==> src/hdl/ppu_pkg.sv <==
`default_nettype none

package ppu_pkg;

	typedef logic [7:0]  byte_t;
	typedef logic [15:0] cpu_addr_t;
	typedef logic [10:0] vram_addr_t; // 2 KB video RAM
	typedef logic [7:0]  pixel_t;     // RGB332
	typedef logic [7:0]  fb_coord_t;
	typedef logic [9:0]  scan_cnt_t;  // VGA line and column counters

	// CPU side register map
	localparam cpu_addr_t REG_CTRL   = 16'h2000;
	localparam cpu_addr_t REG_COLOR  = 16'h2001;
	localparam cpu_addr_t REG_STATUS = 16'h2002;
	localparam cpu_addr_t REG_SCROLL = 16'h2005;
	localparam cpu_addr_t REG_VADDR  = 16'h2006;
	localparam cpu_addr_t REG_VDATA  = 16'h2007;
	localparam cpu_addr_t REG_JOY1   = 16'h4016;
	localparam cpu_addr_t REG_JOY2   = 16'h4017;

	localparam int VRAM_SIZE = 2048;
	localparam vram_addr_t PATTERN_BASE = 11'h400; // 128 tiles, 8 bytes each

	// Frame buffer
	localparam int FB_W    = 256;
	localparam int FB_H    = 240;
	localparam int FB_SIZE = FB_W * FB_H;

	// 640x480 timing, both syncs active low
	localparam int H_ACTIVE = 640;
	localparam int H_FP     = 16;
	localparam int H_SYNC   = 96;
	localparam int H_BP     = 48;
	localparam int H_TOTAL  = H_ACTIVE + H_FP + H_SYNC + H_BP;
	localparam int V_ACTIVE = 480;
	localparam int V_FP     = 10;
	localparam int V_SYNC   = 2;
	localparam int V_BP     = 33;
	localparam int V_TOTAL  = V_ACTIVE + V_FP + V_SYNC + V_BP;

endpackage

`default_nettype wire

==> src/hdl/vga_controller.sv <==
`timescale 1ns/1ps
`default_nettype none

module vga_controller (
	input  wire                clk,
	input  wire                rst_n,
	input  wire ppu_pkg::pixel_t   vga_data,
	output ppu_pkg::fb_coord_t     vga_row,
	output ppu_pkg::fb_coord_t     vga_col,
	output logic               vga_done,
	output logic               vga_hsync,
	output logic               vga_vsync,
	output logic               vga_blank_n,
	output logic [7:0]         vga_r,
	output logic [7:0]         vga_g,
	output logic [7:0]         vga_b
);
	import ppu_pkg::*;

	scan_cnt_t h_cnt;
	scan_cnt_t v_cnt;
	logic      active;
	logic      border;   // Right of the 512-pixel picture
	logic      hsync_raw;
	logic      vsync_raw;
	logic      hsync_d;  // Stage 1, lines up with the RAM read
	logic      vsync_d;
	logic      blank_n_d;
	logic      border_d;
	pixel_t    px;

	always_ff @(posedge clk or negedge rst_n) begin
		if (!rst_n) begin
			h_cnt <= '0;
			v_cnt <= '0;
		end else if (h_cnt == scan_cnt_t'(H_TOTAL - 1)) begin
			h_cnt <= '0;
			if (v_cnt == scan_cnt_t'(V_TOTAL - 1))
				v_cnt <= '0;
			else
				v_cnt <= v_cnt + 1'b1;
		end else begin
			h_cnt <= h_cnt + 1'b1;
		end
	end

	assign active    = (h_cnt < scan_cnt_t'(H_ACTIVE)) && (v_cnt < scan_cnt_t'(V_ACTIVE));
	assign border    = (h_cnt >= scan_cnt_t'(2 * FB_W));
	assign hsync_raw = !((h_cnt >= scan_cnt_t'(H_ACTIVE + H_FP)) &&
		(h_cnt < scan_cnt_t'(H_ACTIVE + H_FP + H_SYNC)));
	assign vsync_raw = !((v_cnt >= scan_cnt_t'(V_ACTIVE + V_FP)) &&
		(v_cnt < scan_cnt_t'(V_ACTIVE + V_FP + V_SYNC)));

	// 2x scaling
	assign vga_row = v_cnt[8:1];
	assign vga_col = h_cnt[8:1];

	// First clock of line 480
	assign vga_done = (h_cnt == '0) && (v_cnt == scan_cnt_t'(V_ACTIVE));

	assign px = (blank_n_d && !border_d) ? vga_data : '0;

	always_ff @(posedge clk or negedge rst_n) begin
		if (!rst_n) begin
			hsync_d     <= 1'b1;
			vsync_d     <= 1'b1;
			blank_n_d   <= 1'b0;
			border_d    <= 1'b0;
			vga_hsync   <= 1'b1;
			vga_vsync   <= 1'b1;
			vga_blank_n <= 1'b0;
			vga_r       <= '0;
			vga_g       <= '0;
			vga_b       <= '0;
		end else begin
			hsync_d     <= hsync_raw;
			vsync_d     <= vsync_raw;
			blank_n_d   <= active;
			border_d    <= border;
			vga_hsync   <= hsync_d;
			vga_vsync   <= vsync_d;
			vga_blank_n <= blank_n_d;
			// RGB332 to 8 bits per channel by bit replication
			vga_r <= {px[7:5], px[7:5], px[7:6]};
			vga_g <= {px[4:2], px[4:2], px[4:3]};
			vga_b <= {px[1:0], px[1:0], px[1:0], px[1:0]};
		end
	end

	done_pulse: assert property (@(posedge clk) disable iff (!rst_n)
		vga_done |=> !vga_done);

endmodule

`default_nettype wire

==> config.mk <==
export PLATFORM = sky130hd
export DESIGN_NAME = vga_controller
export DESIGN_NICKNAME = d
export VERILOG_FILES = /design/src/hdl/ppu_pkg.sv /design/src/hdl/vga_controller.sv
export SDC_FILE = /design/constraint.sdc
export NUM_CORES = 1
export LEC_CHECK = 0
export ABC_AREA = 1
export BUFFER_PORTS_ARGS = -buffer_cell sky130_fd_sc_hd__clkbuf_2
export CAP_MARGIN = 20
export CELL_PAD_IN_SITES_DETAIL_PLACEMENT = 1
export CELL_PAD_IN_SITES_GLOBAL_PLACEMENT = 1
export CORE_UTILIZATION = 35
export DETAILED_ROUTE_END_ITERATION = 10
export PLACE_DENSITY_LB_ADDON = 0.1
export SLEW_MARGIN = 0
export SYNTH_ARGS = -nofsm -noshare
export SYNTH_HDL_FRONTEND = slang
export SYNTH_SLANG_ARGS = --single-unit
==> constraint.sdc <==
create_clock -name clk -period 3.3 [get_ports clk]
set_input_delay 0.165 -clock clk [delete_from_list [all_inputs] [get_ports clk]]
set_output_delay 0.165 -clock clk [all_outputs]
set_load 0.03 [all_outputs]
==> results.md <==
- Status: finished, violations left
- Crit-path most repeated cell: nand2_1
- Final hold vios: 26
- Share of layout cells above drive strength 1: 0.2944
- Mapped Cells: 221
- Die height: 75.62 µm
- Port Buf Inserts: 53
- # diodes: 0
- Post-Synth Adder-Cell Area: 0.02639
- Crit-path cells: nand2_1 -> nor2_1 -> nand2_1 -> nor4_1 -> clkbuf_2
- Pre-antenna DRT Iters: 4
- Unrepaired setup endpoints after global routing: false
- Most common cell after layout, fill and taps aside: clkbuf_2
- Critical Path RT: 3.13 ns
- Syn Nets: 235
- Rel. slew slack: 0.4152
- Switching Fraction: 0.2364
- Synth unique cells: 27
- Power Density: 419.8 nW/µm²
- Core Area: 5172 µm²
- Die Area: 5718 µm²
- Final min period: 1.945 ns
- Combinational Power Share: 0.071
- CTS tree: built
- FP Rows: 26
- Largest net degree at the start of global routing: 36
- Worst slew pin tran: 0.8772 ns
- Insertion delay to the later sink of the worst-skew pair: 0.28 ns
- Initial core utilization: 0.3667
- Initial antenna violation count: 0
- Final worst-path cycle share: 0.5892
- Max incr delay on CP: 0.46 ns
- Leakage power: 1.122 nW
- Worst r2r path cells: 8
- Total grt overflow: 0
- Clock sink count: 35
- DRC: 0
- Final Skew: 0.003958 ns
- Drt total wl: 3.820 mm
- CTS resizes: 0
- TNS Setup: 0 ns
- Vias: 1437
- XOR/XNOR share of the synthesized area: 0.03694
- Number of max-cap violations: 0
- Post-synthesis sequential area ratio: 0.4644
- Final Slew Violations: 0
- Synth Area in Simple Gates: 0.2434
- CP max-delay cell: dfrtp_1
- Post-DRT Antenna Nets: 0
- Iteration-0 DRC Markers: 61
- Maximum vdd drop: 0.1644 mV
- Failing checks: hold timing
- Pint: 0.6742 mW
- HP Class: in2async
- HPWL Detailed: 2.905 mm
- Setup-failing EPs final: 0
- Worst reg2reg setup slack: 1.71 ns
- Critical path capture point type: output port
- TritonCTS buffer count: 5
- DR WL/cell: 12.01 µm
- Most frequent cells in the layout: clkbuf_2 (53), nand2_1 (35), nor2_1 (33), dfrtp_1 (31), inv_1 (27)
- Synth Cell Area: 1897 µm²
- Clock buffer depth: 2
- Final Util: 0.4066
- Post-CTS Setup Repair Bufs: 0
- Largest family of logic cells by synthesized area: simple AND/OR/NAND/NOR gates
- Multiplexer area fraction after synthesis: 0
- Final GP Congestion: 0.7414
- Worst setup SP type: register
- Psw: 0.2087 mW
- GRT Total Usage: 0.1548
- Hold-fix buffers, CTS: 0
- Crit Path Category: reg2out
- Mean number of vias per cell: 4.519
- CP max FO: 7
- Via count of the first global-routing pass: 1369
- WP data arrival: 1.78 ns
- First-pass GRT wire length: 6.534 mm
- Synth Area in Compound Gates: 0.03298
- Synth-to-Final Area Change: 10.88%
- Fill cell count: 652
- Top Ports: 54
- Seq cells post-synth: 35
- Die width: 75.62 µm
- H-tree depth: 2
- RR Endpoint: v_cnt[6]
- Synth Area per Inst: 8.583 µm²
- Nets@finish: 261
- Clock network power share: 0.433
- Fmax: 514.3 MHz
- Clk root buf: clkbuf_8
- Hold WS: -0.01448 ns
- Synth warnings: 0
- Worst-path clk slew: 0.07 ns
- Sequential power share: 0.495
- FF-to-FF Start: h_cnt[1]
==> power by group through the flow <==
| stage | Clock, mW | Sequential [mW] | Combinational (mW) |
|---|---|---|---|
| after CTS | 0.398 | 0.437 | 0.0645 |
| after floorplan | 0 | 0.456 | 0.0395 |
| after detailed placement | 0 | 0.446 | 0.0644 |
| after global placement | 0 | 0.445 | 0.0640 |
| after global routing | 0.421 | 0.438 | 0.0699 |
| final | 0.383 | 0.437 | 0.0630 |
==> metrics by stage <==
| step | instances | setup WS [ns] | area (µm²) | power (mW) |
|---|---|---|---|---|
| floorplan | 221 | 1.408 | 1897 | 0.4954 |
| global placement | 310 | 1.669 | 1991 | 0.5093 |
| detailed placement | 310 | 1.642 | 1991 | 0.5099 |
| CTS | 318 | 1.311 | 2103 | 0.8995 |
| global route | 318 | 1.122 | 2103 | 0.9292 |
| finish | 318 | 1.355 | 2103 | 0.8829 |
==> cells in the mapped netlist <==
cell / count / share of area
o21ai_1: 4 / 0.011
nand2_2: 1 / 0.0033
nand2_1: 35 / 0.069
dfrtp_1: 31 / 0.41
nand3_1: 10 / 0.026
dfstp_2: 4 / 0.055
inv_2: 3 / 0.0059
nand4_1: 8 / 0.026
and3_1: 1 / 0.0033
o211ai_1: 1 / 0.0040
ha_1: 4 / 0.026
nor2_2: 1 / 0.0033
nor2_4: 1 / 0.0059
inv_1: 27 / 0.053
buf_4: 32 / 0.13
nor2_1: 33 / 0.065
nand3_4: 1 / 0.0092
xor2_1: 7 / 0.032
buf_8: 1 / 0.0079
clkbuf_1: 1 / 0.0020
nor2_8: 1 / 0.011
o21ai_0: 6 / 0.016
a21oi_1: 1 / 0.0026
nand3b_1: 2 / 0.0079
nor3_1: 1 / 0.0026
nor4_1: 3 / 0.0099
xnor2_1: 1 / 0.0046
==> worst max-delay path by stage <==
stage / startpoint / to / slack (ns) / cells past startpoint
floorplan: v_cnt[6] / vga_done / 1.41 / 4
global placement: v_cnt[6] / vga_done / 1.67 / 5
detailed placement: v_cnt[6] / vga_done / 1.64 / 5
CTS: v_cnt[6] / vga_done / 1.31 / 5
global route: v_cnt[6] / vga_done / 1.12 / 5
finish: v_cnt[6] / vga_done / 1.36 / 5
==> critical path: cells and delay by family, from the launching register on <==
kind / cells / cell delay, ns
AND/OR/NAND/NOR: 4 / 0.77
buffers and inverters: 1 / 0.27
flip-flops: 1 / 0.46
==> sequential cells by signal (all words and copies together) (netlist names) <==
signal,cells
border_d,1
vga_blank_n,1
vga_g,3
h_cnt,10
vga_r,3
vga_b,2
hsync_d,1
vga_vsync,1
v_cnt,10
vsync_d,1
vga_hsync,1
blank_n_d,1
==> final cells by class <==
type                    instances  area [µm²]  share of cell area
repair buffers                 53       265.3              0.1261
flip-flops and latches         35       880.8              0.4188
multi-input cells             122       644.4              0.3064
clock buffers                   5       68.82             0.03272
inverters                      30       112.6             0.05354
clock inverters                 3       43.79             0.02082
well taps                      70       87.58             0.04164
==> cell families (layout without fill, tap and decap cells) <==
family,Yosys count,after routing
flip-flops,35,35
adder cells (fa/ha/maj),4,4
AND/OR/NAND/NOR,98,98
AO/OA/AOI/OAI,12,12
XOR/XNOR,8,8
buffers and inverters,64,91
==> per-layer routing <==
layer | wire (µm) | up-vias | global-route usage
li1 | - | 708 | -
met1 | 1767 | 682 | 0.1972
met2 | 1822 | 41 | 0.2569
met3 | 179 | 6 | 0.04101
met4 | 50 | 0 | 0.04938
met5 | 0 | - | 0
No activity file was read; power rests on OpenSTA's default activity.
