$ cat config.mk
export PLATFORM = sky130hd
export DESIGN_NAME = ppu_render_flat
export DESIGN_NICKNAME = d
export VERILOG_FILES = /design/src/hdl/ppu_pkg.sv /design/src/hdl/ppu_reg_if.sv /design/src/hdl/pix_wr_if.sv /design/src/hdl/ppu_render.sv /design/src/flat_wrapper.sv
export SDC_FILE = /design/constraint.sdc
export NUM_CORES = 1
export LEC_CHECK = 0
export BUFFER_PORTS_ARGS = -buffer_cell sky130_fd_sc_hd__buf_4
export CAP_MARGIN = 10
export CELL_PAD_IN_SITES_DETAIL_PLACEMENT = 0
export CELL_PAD_IN_SITES_GLOBAL_PLACEMENT = 1
export CORE_ASPECT_RATIO = 0.75
export CORE_MARGIN = 4
export CORE_UTILIZATION = 39
export CTS_CLUSTER_DIAMETER = 40
export DETAILED_ROUTE_END_ITERATION = 8
export PLACE_DENSITY_LB_ADDON = 0.15
export SYNTH_ARGS = -nofsm -noshare
export SYNTH_HDL_FRONTEND = slang
export SYNTH_SLANG_ARGS = --single-unit
$ cat constraint.sdc
create_clock -name clk -period 3.6 [get_ports clk]
set_input_delay 0.36 -clock clk [delete_from_list [all_inputs] [get_ports clk]]
set_output_delay 0.36 -clock clk [all_outputs]
set_load 0.01 [all_outputs]
$ cat src/hdl/ppu_pkg.sv
`default_nettype none

package ppu_pkg;

	typedef logic [7:0]  byte_t;
	typedef logic [15:0] cpu_addr_t;
	typedef logic [10:0] vram_addr_t; // 2 KB video RAM
	typedef logic [7:0]  pixel_t;     // RGB332
	typedef logic [7:0]  fb_coord_t;
	typedef logic [9:0]  scan_cnt_t;  // VGA line and column counters

	// CPU side register map
	localparam cpu_addr_t REG_CTRL   = 16'h2000;
	localparam cpu_addr_t REG_COLOR  = 16'h2001;
	localparam cpu_addr_t REG_STATUS = 16'h2002;
	localparam cpu_addr_t REG_SCROLL = 16'h2005;
	localparam cpu_addr_t REG_VADDR  = 16'h2006;
	localparam cpu_addr_t REG_VDATA  = 16'h2007;
	localparam cpu_addr_t REG_JOY1   = 16'h4016;
	localparam cpu_addr_t REG_JOY2   = 16'h4017;

	localparam int VRAM_SIZE = 2048;
	localparam vram_addr_t PATTERN_BASE = 11'h400; // 128 tiles, 8 bytes each

	// Frame buffer
	localparam int FB_W    = 256;
	localparam int FB_H    = 240;
	localparam int FB_SIZE = FB_W * FB_H;

	// 640x480 timing, both syncs active low
	localparam int H_ACTIVE = 640;
	localparam int H_FP     = 16;
	localparam int H_SYNC   = 96;
	localparam int H_BP     = 48;
	localparam int H_TOTAL  = H_ACTIVE + H_FP + H_SYNC + H_BP;
	localparam int V_ACTIVE = 480;
	localparam int V_FP     = 10;
	localparam int V_SYNC   = 2;
	localparam int V_BP     = 33;
	localparam int V_TOTAL  = V_ACTIVE + V_FP + V_SYNC + V_BP;

endpackage

`default_nettype wire

$ cat src/hdl/ppu_reg_if.sv
`timescale 1ns/1ps
`default_nettype none

interface ppu_reg_if;
	import ppu_pkg::*;

	logic      render_en;
	pixel_t    fg_color;
	fb_coord_t scroll_x;
	fb_coord_t scroll_y; // Must stay below 240
	logic      busy;     // Renderer is drawing a frame

	modport ctrl (
		output render_en, fg_color, scroll_x, scroll_y,
		input  busy
	);

	modport render (
		input  render_en, fg_color, scroll_x, scroll_y,
		output busy
	);
endinterface

`default_nettype wire

$ cat src/hdl/pix_wr_if.sv
`timescale 1ns/1ps
`default_nettype none

interface pix_wr_if;
	import ppu_pkg::*;

	fb_coord_t row;
	fb_coord_t col;
	pixel_t    data;
	logic      write_en;

	modport src (
		output row, col, data, write_en
	);

	modport dst (
		input row, col, data, write_en
	);
endinterface

`default_nettype wire

$ cat src/hdl/ppu_render.sv
`timescale 1ns/1ps
`default_nettype none

module ppu_render (
	input  wire                  clk,
	input  wire                  rst_n,
	input  wire                  vga_done,
	input  wire ppu_pkg::byte_t      ppu_vram_data,
	output ppu_pkg::vram_addr_t      ppu_vram_addr,
	ppu_reg_if.render            regs,
	pix_wr_if.src                pix
);
	import ppu_pkg::*;

	typedef enum logic [1:0] {
		IDLE,
		FETCH_NAME,
		FETCH_PAT,
		WRITE
	} state_t;

	state_t     state;
	fb_coord_t  x;          // Frame position being drawn
	fb_coord_t  y;
	fb_coord_t  scroll_x;   // Latched at frame start
	fb_coord_t  scroll_y;
	fb_coord_t  src_x;
	fb_coord_t  src_y;
	logic [8:0] sum_y;
	vram_addr_t name_addr;
	vram_addr_t pat_addr;
	logic       pix_on;

	// Scrolled source position with the vertical wrap at 240
	assign src_x = x + scroll_x;
	assign sum_y = {1'b0, y} + {1'b0, scroll_y};
	assign src_y = (sum_y >= 9'(FB_H)) ? fb_coord_t'(sum_y - 9'(FB_H)) : sum_y[7:0];

	assign name_addr = vram_addr_t'({src_y[7:3], src_x[7:3]});
	// Name byte is on the data port during FETCH_PAT
	assign pat_addr  = PATTERN_BASE + vram_addr_t'({ppu_vram_data[6:0], src_y[2:0]});

	assign ppu_vram_addr = (state == FETCH_PAT) ? pat_addr : name_addr;

	// Pattern byte is on the data port during WRITE
	assign pix_on = ppu_vram_data[3'd7 - src_x[2:0]]; // Bit 7 leftmost

	assign pix.row      = y;
	assign pix.col      = x;
	assign pix.data     = pix_on ? regs.fg_color : '0;
	assign pix.write_en = (state == WRITE);

	assign regs.busy = (state != IDLE);

	always_ff @(posedge clk or negedge rst_n) begin
		if (!rst_n) begin
			state    <= IDLE;
			x        <= '0;
			y        <= '0;
			scroll_x <= '0;
			scroll_y <= '0;
		end else begin
			case (state)
				IDLE: begin
					if (vga_done && regs.render_en) begin
						scroll_x <= regs.scroll_x;
						scroll_y <= regs.scroll_y;
						x        <= '0;
						y        <= '0;
						state    <= FETCH_NAME;
					end
				end
				FETCH_NAME: state <= FETCH_PAT;
				FETCH_PAT:  state <= WRITE;
				WRITE: begin
					x <= x + 1'b1; // Wraps to 0 at line end
					if (x == 8'(FB_W - 1)) begin
						if (y == 8'(FB_H - 1)) begin
							state <= IDLE; // Frame done
						end else begin
							y     <= y + 1'b1;
							state <= FETCH_NAME;
						end
					end else begin
						state <= FETCH_NAME;
					end
				end
				default: state <= IDLE;
			endcase
		end
	end

	pix_in_frame: assert property (@(posedge clk) disable iff (!rst_n)
		pix.write_en |-> (int'(pix.row) < FB_H && int'(pix.col) < FB_W));

endmodule

`default_nettype wire

$ cat src/flat_wrapper.sv
// flat-port wrapper written by rule: the top's interface ports become plain ports
module ppu_render_flat import ppu_pkg::*;
  (clk, rst_n, vga_done, ppu_vram_data, ppu_vram_addr, regs_render_en, regs_fg_color, regs_scroll_x, regs_scroll_y, regs_busy, pix_row, pix_col, pix_data, pix_write_en);
  ppu_reg_if regs_i ();
  pix_wr_if pix_i ();
  input  wire clk;
  input  wire rst_n;
  input  wire vga_done;
  input  wire ppu_pkg::byte_t ppu_vram_data;
  output ppu_pkg::vram_addr_t ppu_vram_addr;
  input wire logic [$bits(regs_i.render_en)-1:0] regs_render_en;
  input wire logic [$bits(regs_i.fg_color)-1:0] regs_fg_color;
  input wire logic [$bits(regs_i.scroll_x)-1:0] regs_scroll_x;
  input wire logic [$bits(regs_i.scroll_y)-1:0] regs_scroll_y;
  output wire logic [$bits(regs_i.busy)-1:0] regs_busy;
  output wire logic [$bits(pix_i.row)-1:0] pix_row;
  output wire logic [$bits(pix_i.col)-1:0] pix_col;
  output wire logic [$bits(pix_i.data)-1:0] pix_data;
  output wire logic [$bits(pix_i.write_en)-1:0] pix_write_en;
  assign regs_i.render_en = regs_render_en;
  assign regs_i.fg_color = regs_fg_color;
  assign regs_i.scroll_x = regs_scroll_x;
  assign regs_i.scroll_y = regs_scroll_y;
  assign regs_busy = regs_i.busy;
  assign pix_row = pix_i.row;
  assign pix_col = pix_i.col;
  assign pix_data = pix_i.data;
  assign pix_write_en = pix_i.write_en;
  ppu_render u_core (.clk(clk), .rst_n(rst_n), .vga_done(vga_done), .ppu_vram_data(ppu_vram_data), .ppu_vram_addr(ppu_vram_addr), .regs(regs_i), .pix(pix_i));
endmodule
==> results of run 1 <==
[final cells by class]
type	count	area, µm²	area share
sequential	34	851	0.266
clock inverter	2	10.0	0.00313
timing repair buffer	75	563	0.176
inverter	7	26.3	0.00821
clock buffer	5	68.8	0.0215
multi-input combinational	210	1580	0.495
tap	78	97.6	0.0305
[cells in the final DEF, fill, tap and decap left out, types with 2 or more instances in the layout]
master,count
nor3b_1,3
inv_1,7
or3_1,3
buf_4,75
nand2_1,20
nor3_1,6
nor2_1,20
nand2b_1,2
nand4_1,6
a21oi_1,12
mux4_2,2
ha_1,20
and3_1,2
xnor2_1,6
a211oi_1,2
o31ai_1,2
a21o_1,4
xor2_1,16
fa_1,2
mux2_2,18
o21ai_0,19
clkbuf_8,5
clkinv_2,2
nor2b_1,9
dfrtp_1,34
nand3_1,7
[kinds of logic after synthesis]
kind of cell | Yosys count | share of synthesized area
flip-flops | 34 | 0.344
buffers and inverters | 11 | 0.0197
AO/OA/AOI/OAI | 55 | 0.146
multiplexers | 21 | 0.104
XOR/XNOR | 23 | 0.0815
adder cells (fa/ha/maj) | 22 | 0.117
AND/OR/NAND/NOR | 89 | 0.186
[through the flow]
| stage | cell area, µm² | cells |
|---|---|---|
| floorplan | 2470 | 255 |
| finish | 3200 | 411 |
| CTS | 3190 | 411 |
| global placement | 3110 | 404 |
| detailed placement | 3110 | 404 |
| global route | 3200 | 411 |
[power groups by stage]
stage          clock network (W)   logic, W  registers [W]
2_1_floorplan                  0  0.0000154       0.000389
3_3_place_gp                   0  0.0000684       0.000389
3_5_place_dp                   0  0.0000686       0.000389
4_1_cts                 0.000283  0.0000687       0.000382
5_1_grt                 0.000301  0.0000738       0.000382
6_report                0.000272  0.0000670       0.000382
[critical path, stage by stage, from the launching register on]
cell and delay [ns]:
dfrtp_1 0.46, ha_1 0.28, fa_1 0.41, a21o_1 0.23, o2bb2ai_1 0.16, nor2_1 0.20
xor2_1 0.14, or4_1 0.51, a31oi_1 0.21, buf_4 0.15
[registers in the layout (all words and copies together) (netlist names)]
name             cells
u_core.scroll_x      8
u_core.state         2
u_core.pix.col       8
u_core.scroll_y      8
u_core.pix.row       8
[what timing repair did]
action	4_1_cts	5_1_grt
endpoints found under the setup margin	0	1
endpoints found under the hold margin	0	0
gates resized for setup	0	2
[how the worst min path moves through the flow]
| stage | start | endpoint | slack, ns | cells after the start |
|---|---|---|---|---|
| 2_1_floorplan | rst_n | u_core.pix.col[0] | 0.06 | 0 |
| 4_1_cts | rst_n | u_core.scroll_x[0] | 0.02 | 1 |
| 3_3_place_gp | rst_n | u_core.scroll_x[2] | 0.34 | 1 |
| 3_5_place_dp | rst_n | u_core.scroll_x[1] | 0.34 | 1 |
| 6_report | rst_n | u_core.scroll_x[0] | 0.006 | 1 |
| 5_1_grt | rst_n | u_core.scroll_y[6] | 0.04 | 1 |
[routing by layer]
layer | global-route usage | vias up | part of all wire | routed length, µm
met1 | 0.231 | 1043 | 0.48 | 3050
li1 | - | 1081 | - | -
met5 | 0 | - | 0 | 0
met2 | 0.249 | 51 | 0.44 | 2790
met3 | 0.0481 | 5 | 0.068 | 427
met4 | 0.0327 | 0 | 0.0063 | 40
==> results by group, run 1 <==
Outcome
  – Status: completed

Floorplanning
  – I/O pins: 73
  – FP Rows: 24
  – Core Area: 5980 µm²
  – Die area: 7690 µm²
  – Die width: 99.9 µm
  – Chip height: 76.9 µm
  – Initial Util: 0.414

Synthesis
  – Most frequent cell after synthesis: dfrtp_1
  – Synth Net Count: 313
  – Prevailing post-synth register cell: dfrtp_1
  – Share of the synthesized area in the top cell type: 0.344
  – Commonest cells post-synth: 34 x dfrtp_1, 20 x ha_1, 20 x nand2_1, 20 x nor2_1, 19 x o21ai_0
  – Seq/Total Area, Yosys: 0.344
  – Post-synthesis average cell area: 9.69 µm²
  – Yosys cell types: 52
  – Yosys reg bits: 34
  – Area leader, netlist: dfrtp_1
  – Ys async rst share: 1.00
  – Post-synthesis cell area: 2470 µm²
  – Post-synth EDFFs: 0
  – Top cells by area, synth: dfrtp_1 34%, ha_1 10%, mux2_2 8.2%
  – Syn Inst Count: 255
  – Synthesis warning total: 0

STA
  – Final Cycle Share: 0.941
  – Final number of setup-violating endpoints: 0
  – Max_slew headroom: 0.577
  – Worst Skew: 0.00681 ns
  – Smallest hold slack: 0.00640 ns
  – Final Hold Fails: 0
  – Fin. max-slew vios: 0
  – Final WS setup: 0.214 ns
  – Final min period: 3.39 ns
  – FMAX: 295 MHz
  – RSZ-0062 raised after global routing: no
  – Total negative slack: 0 ns
  – Worst-Margin Slew: 0.626 ns

Clock network
  – Clock sink count: 34
  – H-Tree Depth: 2
  – Worst-path clk slew: 0.08 ns
  – CTS Buf Count: 5
  – # Post-CTS Setup Buffers: 0
  – CTS Hold Bufs: 0
  – CTS tree: done
  – Clk buf depth: 2
  – Worst-Skew Late Latency: 0.29 ns
  – Clk root buf: clkbuf_8

Route
  – Final ANT Viol Nets: 0
  – Final wirelength: 6310 µm
  – Vias/cell: 5.30
  – DRT Pass-1 Iters: 4
  – Vias: 2,180
  – Starting DRT DRC Count: 50
  – Wire per inst: 15.3 µm
  – Residual DRC count: 0

GRT
  – Largest net degree at the start of global routing: 35
  – Number of global-route vias before repair: 2,062
  – Initial antenna violation count: 0
  – Gr ovfl total: 0
  – GR Util All Layers: 0.164
  – Global-route wire length before repair: 10,100 µm

Pwr
  – Combinational Power Share: 0.093
  – Leakage power: 1.66 nW
  – Clock Power Share: 0.378
  – Sw frac: 0.234
  – Peak supply drop: 0.000191 V
  – NetSw: 0.000169 W
  – Flop pwr share: 0.529
  – Internal: 0.000552 W
  – Tot Pwr: 0.000721 W
  – Pwr Density: 225 nW/µm²

Place
  – Setup WS pre-CTS: 0.442 ns
  – Gpl congestion: 0.791
  – PortBufs: 72
  – Post-DP HPWL: 5000 µm

Setup path
  – Crit path arrival time: 3.03 ns
  – End point of the critical path: ppu_vram_addr[9]
  – Reg2reg start: u_core.state[0]
  – R2r setup slk: 1.22 ns
  – Crit path from: u_core.pix.row[0]
  – Crit path required time: 3.24 ns
  – CP Max Fanout: 6
  – Crit Path Category: reg2out
  – FF-to-FF End: u_core.pix.row[7]
  – CP startpoint kind: flip-flop
  – Critical path endpoint category: output pin
  – R2r worst-path depth: 8

Run
  – Max cap viols: 0

Min path
  – Hold Path Class: in2async

Layout
  – Final core occ: 0.535
  – P&R area growth vs syn: 29.5%
  – Fill cells: 580
  – Layout cells sized above 1: 0.333
  – Fin nets: 391
  – Antenna fix cells: 0
(Power assumes the default switching activity.)
==> run 2: changes to the inputs <==
--- a/config.mk
+++ b/config.mk
@@ -5,14 +5,16 @@
 export SDC_FILE = /design/constraint.sdc
 export NUM_CORES = 1
 export LEC_CHECK = 0
+export ABC_AREA = 1
 export BUFFER_PORTS_ARGS = -buffer_cell sky130_fd_sc_hd__buf_4
 export CAP_MARGIN = 10
 export CELL_PAD_IN_SITES_DETAIL_PLACEMENT = 0
 export CELL_PAD_IN_SITES_GLOBAL_PLACEMENT = 1
 export CORE_ASPECT_RATIO = 0.75
 export CORE_MARGIN = 4
-export CORE_UTILIZATION = 39
+export CORE_UTILIZATION = 37
 export CTS_CLUSTER_DIAMETER = 40
+export CTS_CLUSTER_SIZE = 10
 export DETAILED_ROUTE_END_ITERATION = 8
 export PLACE_DENSITY_LB_ADDON = 0.15
 export SYNTH_ARGS = -nofsm -noshare
==> run 2 against run 1 <==
Compared with the run above:
- first-iteration DRC count increased by 48%
- flip-flop and latch count stayed put
- clock skew is 0.0028 ns higher
- clock power rose by 3%
- register-to-register slack better by 0.21 ns
- die area rose by 10%
- combinational power grew 0.6%
- critical endpoint is now pix_data[0]
- worst hold slack better by 0.0090 ns
- global-route usage rose by 0.93 points
- largest cell class unchanged
- core utilization fell by 5.2 points
- setup slack gained 0.53 ns
- count of clock-buffer cells in the layout up 1
==> results by group, run 2 <==
STA
  – Final Cycle Share: 0.793
  – Final number of setup-violating endpoints: 0
  – Max_slew headroom: 0.586
  – Final min period: 2.86 ns
  – Total negative slack: 0 ns
  – Final Hold Fails: 0
  – Fin. max-slew vios: 0
  – FMAX: 350 MHz
  – RSZ-0062 raised after global routing: no
  – Worst Skew: 0.00957 ns
  – Worst-Margin Slew: 0.619 ns

Synthesis
  – Post-synthesis cell area: 2600 µm²
  – Post-synthesis average cell area: 6.78 µm²
  – Seq/Total Area, Yosys: 0.327
  – Syn Inst Count: 384
  – Share of the synthesized area in the top cell type: 0.327
  – Area leader, netlist: dfrtp_1
  – Yosys cell types: 32
  – Synthesis warning total: 0
  – Post-synth EDFFs: 0
  – Ys async rst share: 1.00
  – Yosys reg bits: 34
  – Most frequent cell after synthesis: nand2_1
  – Top cells by area, synth: dfrtp_1 33%, nand2_1 20%, ha_1 9.6%
  – Prevailing post-synth register cell: dfrtp_1
  – Commonest cells post-synth: 139 x nand2_1, 58 x inv_1, 34 x dfrtp_1, 27 x nor2_1, 23 x nand3_1
  – Synth Net Count: 442

Route
  – Final wirelength: 6940 µm
  – Starting DRT DRC Count: 74
  – Final ANT Viol Nets: 0
  – Vias/cell: 4.69
  – Wire per inst: 12.8 µm
  – Residual DRC count: 0
  – DRT Pass-1 Iters: 4
  – Vias: 2,541

Setup path
  – R2r setup slk: 1.43 ns
  – Crit Path Category: reg2out
  – Critical path endpoint category: output pin
  – Crit path required time: 3.24 ns
  – CP startpoint kind: flip-flop
  – CP Max Fanout: 8
  – R2r worst-path depth: 10
  – FF-to-FF End: u_core.pix.row[3]
  – Crit path arrival time: 2.50 ns
  – Crit-path leading delay family: adder cells
  – Reg2reg start: u_core.state[0]
  – CP max stage cell: fa_1
  – Cells along the critical path: ha_1, fa_1, inv_1, a21oi_1, a221oi_1, a31oi_1, nor2_1, buf_4
  – Buf/Inv on CP: 2
  – CP peak stage delay: 0.54 ns

Clock network
  – CTS tree: done
  – CTS Hold Bufs: 0
  – # Post-CTS Setup Buffers: 0
  – Clk buf depth: 2
  – PostCTS Resize Cnt: 0
  – Clock sink count: 34
  – Clk root buf: clkbuf_8
  – Worst-Skew Late Latency: 0.28 ns
  – H-Tree Depth: 2
  – Worst-path clk slew: 0.07 ns
  – CTS Buf Count: 5

Layout
  – Layout cells sized above 1: 0.190
  – Fin nets: 515
  – P&R area growth vs syn: 26.8%
  – Most frequent cells in the layout: 139 x nand2_1, 72 x buf_4, 58 x inv_1
  – Antenna fix cells: 0
  – Final core occ: 0.483
  – Post-Layout Cell Count: 542
  – Most common cell after layout, fill and taps aside: nand2_1

Pwr
  – Peak supply drop: 0.000132 V
  – Combinational Power Share: 0.093
  – Internal: 0.000557 W
  – Pwr Density: 220 nW/µm²
  – Flop pwr share: 0.525
  – NetSw: 0.000171 W
  – Sw frac: 0.235
  – Clock Power Share: 0.383
  – Leakage power: 1.97 nW

GRT
  – Global-route wire length before repair: 11,700 µm
  – Number of global-route vias before repair: 2,422
  – Gr ovfl total: 0
  – Largest net degree at the start of global routing: 35
  – Initial antenna violation count: 0
  – GR Util All Layers: 0.173

Run
  – Max cap viols: 0

Outcome
  – Status: completed

Place
  – Post-DP HPWL: 5680 µm
  – PortBufs: 72
  – Gpl congestion: 0.829
  – Placed instance count: 534

Floorplanning
  – FP Rows: 26
  – Core Area: 6830 µm²
  – I/O pins: 73
  – Die width: 105 µm
  – Initial Util: 0.381
  – Die area: 8460 µm²
  – Chip height: 80.7 µm

Min path
  – Hold Path Class: in2async
==> run 2: changes by cell type after synthesis, moves of 4 or more <==
cell / before / now
nand2_1: 20 / 139
mux2_2: 18 / 0
nor2b_1: 9 / 0
inv_1: 7 / 58
xor2_1: 16 / 5
nand3_1: 7 / 23
xnor2_1: 7 / 3
a21o_1: 4 / 0
nor2_1: 20 / 27
==> run 2: area by class of cell <==
type	instances	area, µm²
flip-flops and latches	34	851
clock buffers	6	72.6
well taps	84	105
multi-input cells	286	1500
clock inverters	2	13.8
fillers	732	3530
inverters	58	218
repair buffers	72	541
==> run 2: through the flow <==
step,total power (W),hold WS (ns),cell area (µm²),setup slack [ns]
final,0.000728,0.0154,3300,0.745
after CTS,0.000740,0.0309,3300,0.702
after global routing,0.000766,0.0448,3300,0.468
after floorplan,0.000404,0.0644,2600,1.28
after detailed placement,0.000458,0.341,3220,1.03
after global placement,0.000458,0.342,3220,1.07
==> run 2: logic make-up after synthesis <==
kind of cell	synth area share
AND/OR/NAND/NOR	0.333
buffers and inverters	0.0966
AO/OA/AOI/OAI	0.106
flip-flops	0.327
adder cells (fa/ha/maj)	0.111
XOR/XNOR	0.0269
==> run 2: power groups by stage <==
stage                     clock network [W]  registers (W)  logic [W]
after floorplan                           0       0.000389  0.0000151
final                              0.000279       0.000382  0.0000674
after CTS                          0.000290       0.000382  0.0000689
after detailed placement                  0       0.000389  0.0000687
after global routing               0.000309       0.000382  0.0000750
after global placement                    0       0.000389  0.0000686
==> run 2: how the worst max path moves through the flow <==
stage | from | endpoint | slack (ns) | cells after the start
floorplan | u_core.pix.row[0] | ppu_vram_addr[9] | 1.28 | 11
global placement | u_core.pix.col[0] | pix_data[6] | 1.07 | 8
detailed placement | u_core.pix.col[0] | pix_data[5] | 1.03 | 8
CTS | u_core.pix.col[0] | pix_data[0] | 0.70 | 8
global route | u_core.pix.col[0] | pix_data[0] | 0.47 | 8
finish | u_core.pix.col[0] | pix_data[0] | 0.74 | 8
==> run 2: per-layer routing <==
layer	routed length (µm)	GRT usage	part of all wire
met1	3740	0.261	0.54
met3	256	0.0281	0.037
met5	0	0	0
met4	46	0.0406	0.0066
met2	2890	0.257	0.42
==> run 3: changes to the inputs <==
--- a/config.mk
+++ b/config.mk
@@ -12,7 +12,7 @@
 export CELL_PAD_IN_SITES_GLOBAL_PLACEMENT = 1
 export CORE_ASPECT_RATIO = 0.75
 export CORE_MARGIN = 4
-export CORE_UTILIZATION = 37
+export CORE_UTILIZATION = 33
 export CTS_CLUSTER_DIAMETER = 40
 export CTS_CLUSTER_SIZE = 10
 export DETAILED_ROUTE_END_ITERATION = 8
==> constraint.sdc (replaced) <==
create_clock -name clk -period 2.4 [get_ports clk]
set_input_delay 0.24 -clock clk [delete_from_list [all_inputs] [get_ports clk]]
set_output_delay 0.24 -clock clk [all_outputs]
set_load 0.01 [all_outputs]
==> run 3 against run 2 <==
Compared with the run above:
- the flow now finishes with violations (negative setup slack)
- sequential power increased by 50%
- global-route usage decreased by 1.1 points
- non-clock buffer count increased by 22
- count of clock-buffer cells in the layout increased by 1
- power increased by 49%
- die area increased by 11%
- worst hold slack improved by 0.13 ns
- sequential share of layout area decreased by 2.6 points
- via count increased by 6.3%
- clock power increased by 44%
- cell area increased by 12%
- critical path depth increased by 1
- highest routed layer unchanged
- critical endpoint is now pix_data[5]
==> results by group, run 3 (synthesis results as in run 2) <==
Outcome
  – Status: finished with violations
  – Violated checks: negative setup slack

Clock network
  – Worst-path clk slew: 0.07 ns
  – H-Tree Depth: 2
  – Clk root buf: clkbuf_8
  – CTS tree: done
  – Clock sink count: 34
  – Worst-Skew Late Latency: 0.28 ns
  – Clk buf depth: 2
  – CTS Buf Count: 5

Setup path
  – CP max stage cell: fa_2
  – Buf/Inv on CP: 3
  – Crit-path leading delay family: adder cells
  – CP startpoint kind: flip-flop
  – Critical path endpoint category: output pin
  – Cells along the critical path: ha_4, fa_2, inv_2, a21oi_2, a221oi_2, a31oi_2, buf_6, nor2_1, buf_4
  – Crit path required time: 2.16 ns
  – Crit path arrival time: 2.23 ns
  – Crit Path Category: reg2out
  – CP Max Fanout: 8
  – R2r worst-path depth: 11
  – CP peak stage delay: 0.61 ns
  – WP depth: 9
  – R2r setup slk: 0.47 ns

STA
  – Max_slew headroom: 0.671
  – Final min period: 2.47 ns
  – Worst-Margin Slew: 0.493 ns
  – RSZ-0062 raised after global routing: yes
  – Total negative slack: -0.491 ns
  – Fin. max-slew vios: 0
  – Final WS setup: -0.0673 ns
  – FMAX: 405 MHz
  – Worst Skew: 0.00253 ns
  – Final Cycle Share: 1.03
  – Final number of setup-violating endpoints: 8
  – Final Hold Fails: 0

Pwr
  – Sw frac: 0.229
  – Clock Power Share: 0.371
  – Pwr Density: 293 nW/µm²
  – Leakage power: 2.08 nW
  – Flop pwr share: 0.528
  – Tot Pwr: 0.00108 W
  – Peak supply drop: 0.000287 V
  – Internal: 0.000836 W
  – NetSw: 0.000249 W
  – Combinational Power Share: 0.101

Floorplanning
  – I/O pins: 73
  – Die area: 9390 µm²
  – Initial Util: 0.347
  – FP Rows: 27
  – Die width: 111 µm
  – Chip height: 84.9 µm
  – Core Area: 7500 µm²

GRT
  – Gr busiest metal: met2
  – Gr ovfl total: 0
  – GRT met3 Usage: 0.0342
  – Grt met1 use: 0.236
  – Largest net degree at the start of global routing: 35
  – Number of global-route vias before repair: 2,613
  – GR Util All Layers: 0.162
  – Met2 Resource Use GR: 0.249
  – Initial antenna violation count: 0
  – Global-route wire length before repair: 12,600 µm

Route
  – Starting DRT DRC Count: 126
  – Final ANT Viol Nets: 0
  – Final wirelength: 7710 µm
  – Vias: 2,700
  – Residual DRC count: 0
  – Vias/cell: 4.66
  – DRT Pass-1 Iters: 4
  – Wire per inst: 13.3 µm

Layout
  – P&R area growth vs syn: 42.1%
  – Final core occ: 0.493
  – Most common cell after layout, fill and taps aside: nand2_1
  – Antenna fix cells: 0
  – Layout cells sized above 1: 0.319
  – Most frequent cells in the layout: 126 x nand2_1, 90 x buf_4, 56 x inv_1
  – Fin nets: 537

Place
  – PortBufs: 72
  – Gpl congestion: 0.818
  – Post-DP HPWL: 5810 µm

Min path
  – Hold Path Class: in2reg
  – Hold-critical path depth: 3

Run
  – Max cap viols: 0
[run 3: cell count changes in the layout (fill, tap and decap cells not counted), moves of 6 or more]
cell,change
buf_4,+18
nand2_1,-13
nand2_2,+12
ha_1,-8
ha_4,+7
nor2_1,-6
nor2_2,+6
[run 3: layer usage]
metal	part of all wire	wire, µm	vias up
met5	0	0	-
met4	0.0025	19	0
met3	0.057	437	2
met2	0.44	3360	66
met1	0.51	3900	1222
li1	-	-	1410
[run 3: what timing repair did]
item,CTS,global route
endpoints found under the setup margin,13,14
endpoints found under the hold margin,34,0
buffers inserted,7,3
cloned,0,0
hold buffers,1,0
resized for setup,29,29
pin swaps,10,9
[run 3: worst reg2reg max path, cell delays in order, from the launching register on]
cell and delay (ns):
dfrtp_1 0.42, inv_1 0.11, ha_1 0.27, nand3_4 0.11
o21ai_2 0.14, nand2_2 0.11, o21ai_4 0.32, nand2_2 0.09
nor2_2 0.11, nand2_1 0.06, nand2_1 0.05, nor2_1 0.03
[run 3: power groups by stage]
stage	combinational [W]	clock, W	sequential (W)
6_report	0.000110	0.000402	0.000573
2_1_floorplan	0.0000227	0	0.000584
5_1_grt	0.000121	0.000438	0.000572
4_1_cts	0.000108	0.000414	0.000573
3_3_place_gp	0.000103	0	0.000584
3_5_place_dp	0.000103	0	0.000584
[run 3: worst paths after layout]
path / start / end
min reg2reg: u_core.scroll_x[4] / u_core.scroll_x[4]
min in group asynchronous: rst_n / u_core.pix.row[3]
max reg2reg: u_core.state[0] / u_core.pix.row[3]
max in group asynchronous: rst_n / u_core.pix.row[4]
max: u_core.pix.col[0] / pix_data[5]
min: regs_scroll_y[1] / u_core.scroll_y[1]
[run 3: area by class of cell]
cell class / count / area (µm²)
clock buffers: 7 / 76.3
multi-input cells: 286 / 1710
flip-flops and latches: 34 / 856
inverters: 58 / 218
well taps: 101 / 126
repair buffers: 94 / 719
fillers: 775 / 3800
[run 3: per-stage QoR]
stage	instances	hold WS, ns	area, µm²	setup WS (ns)
detailed placement	562	0.227	3320	-0.00527
global placement	562	0.225	3320	0.0620
global route	580	0.143	3700	-0.192
floorplan	384	-0.0556	2600	0.200
finish	580	0.149	3700	-0.0673
CTS	577	0.145	3590	-0.00885
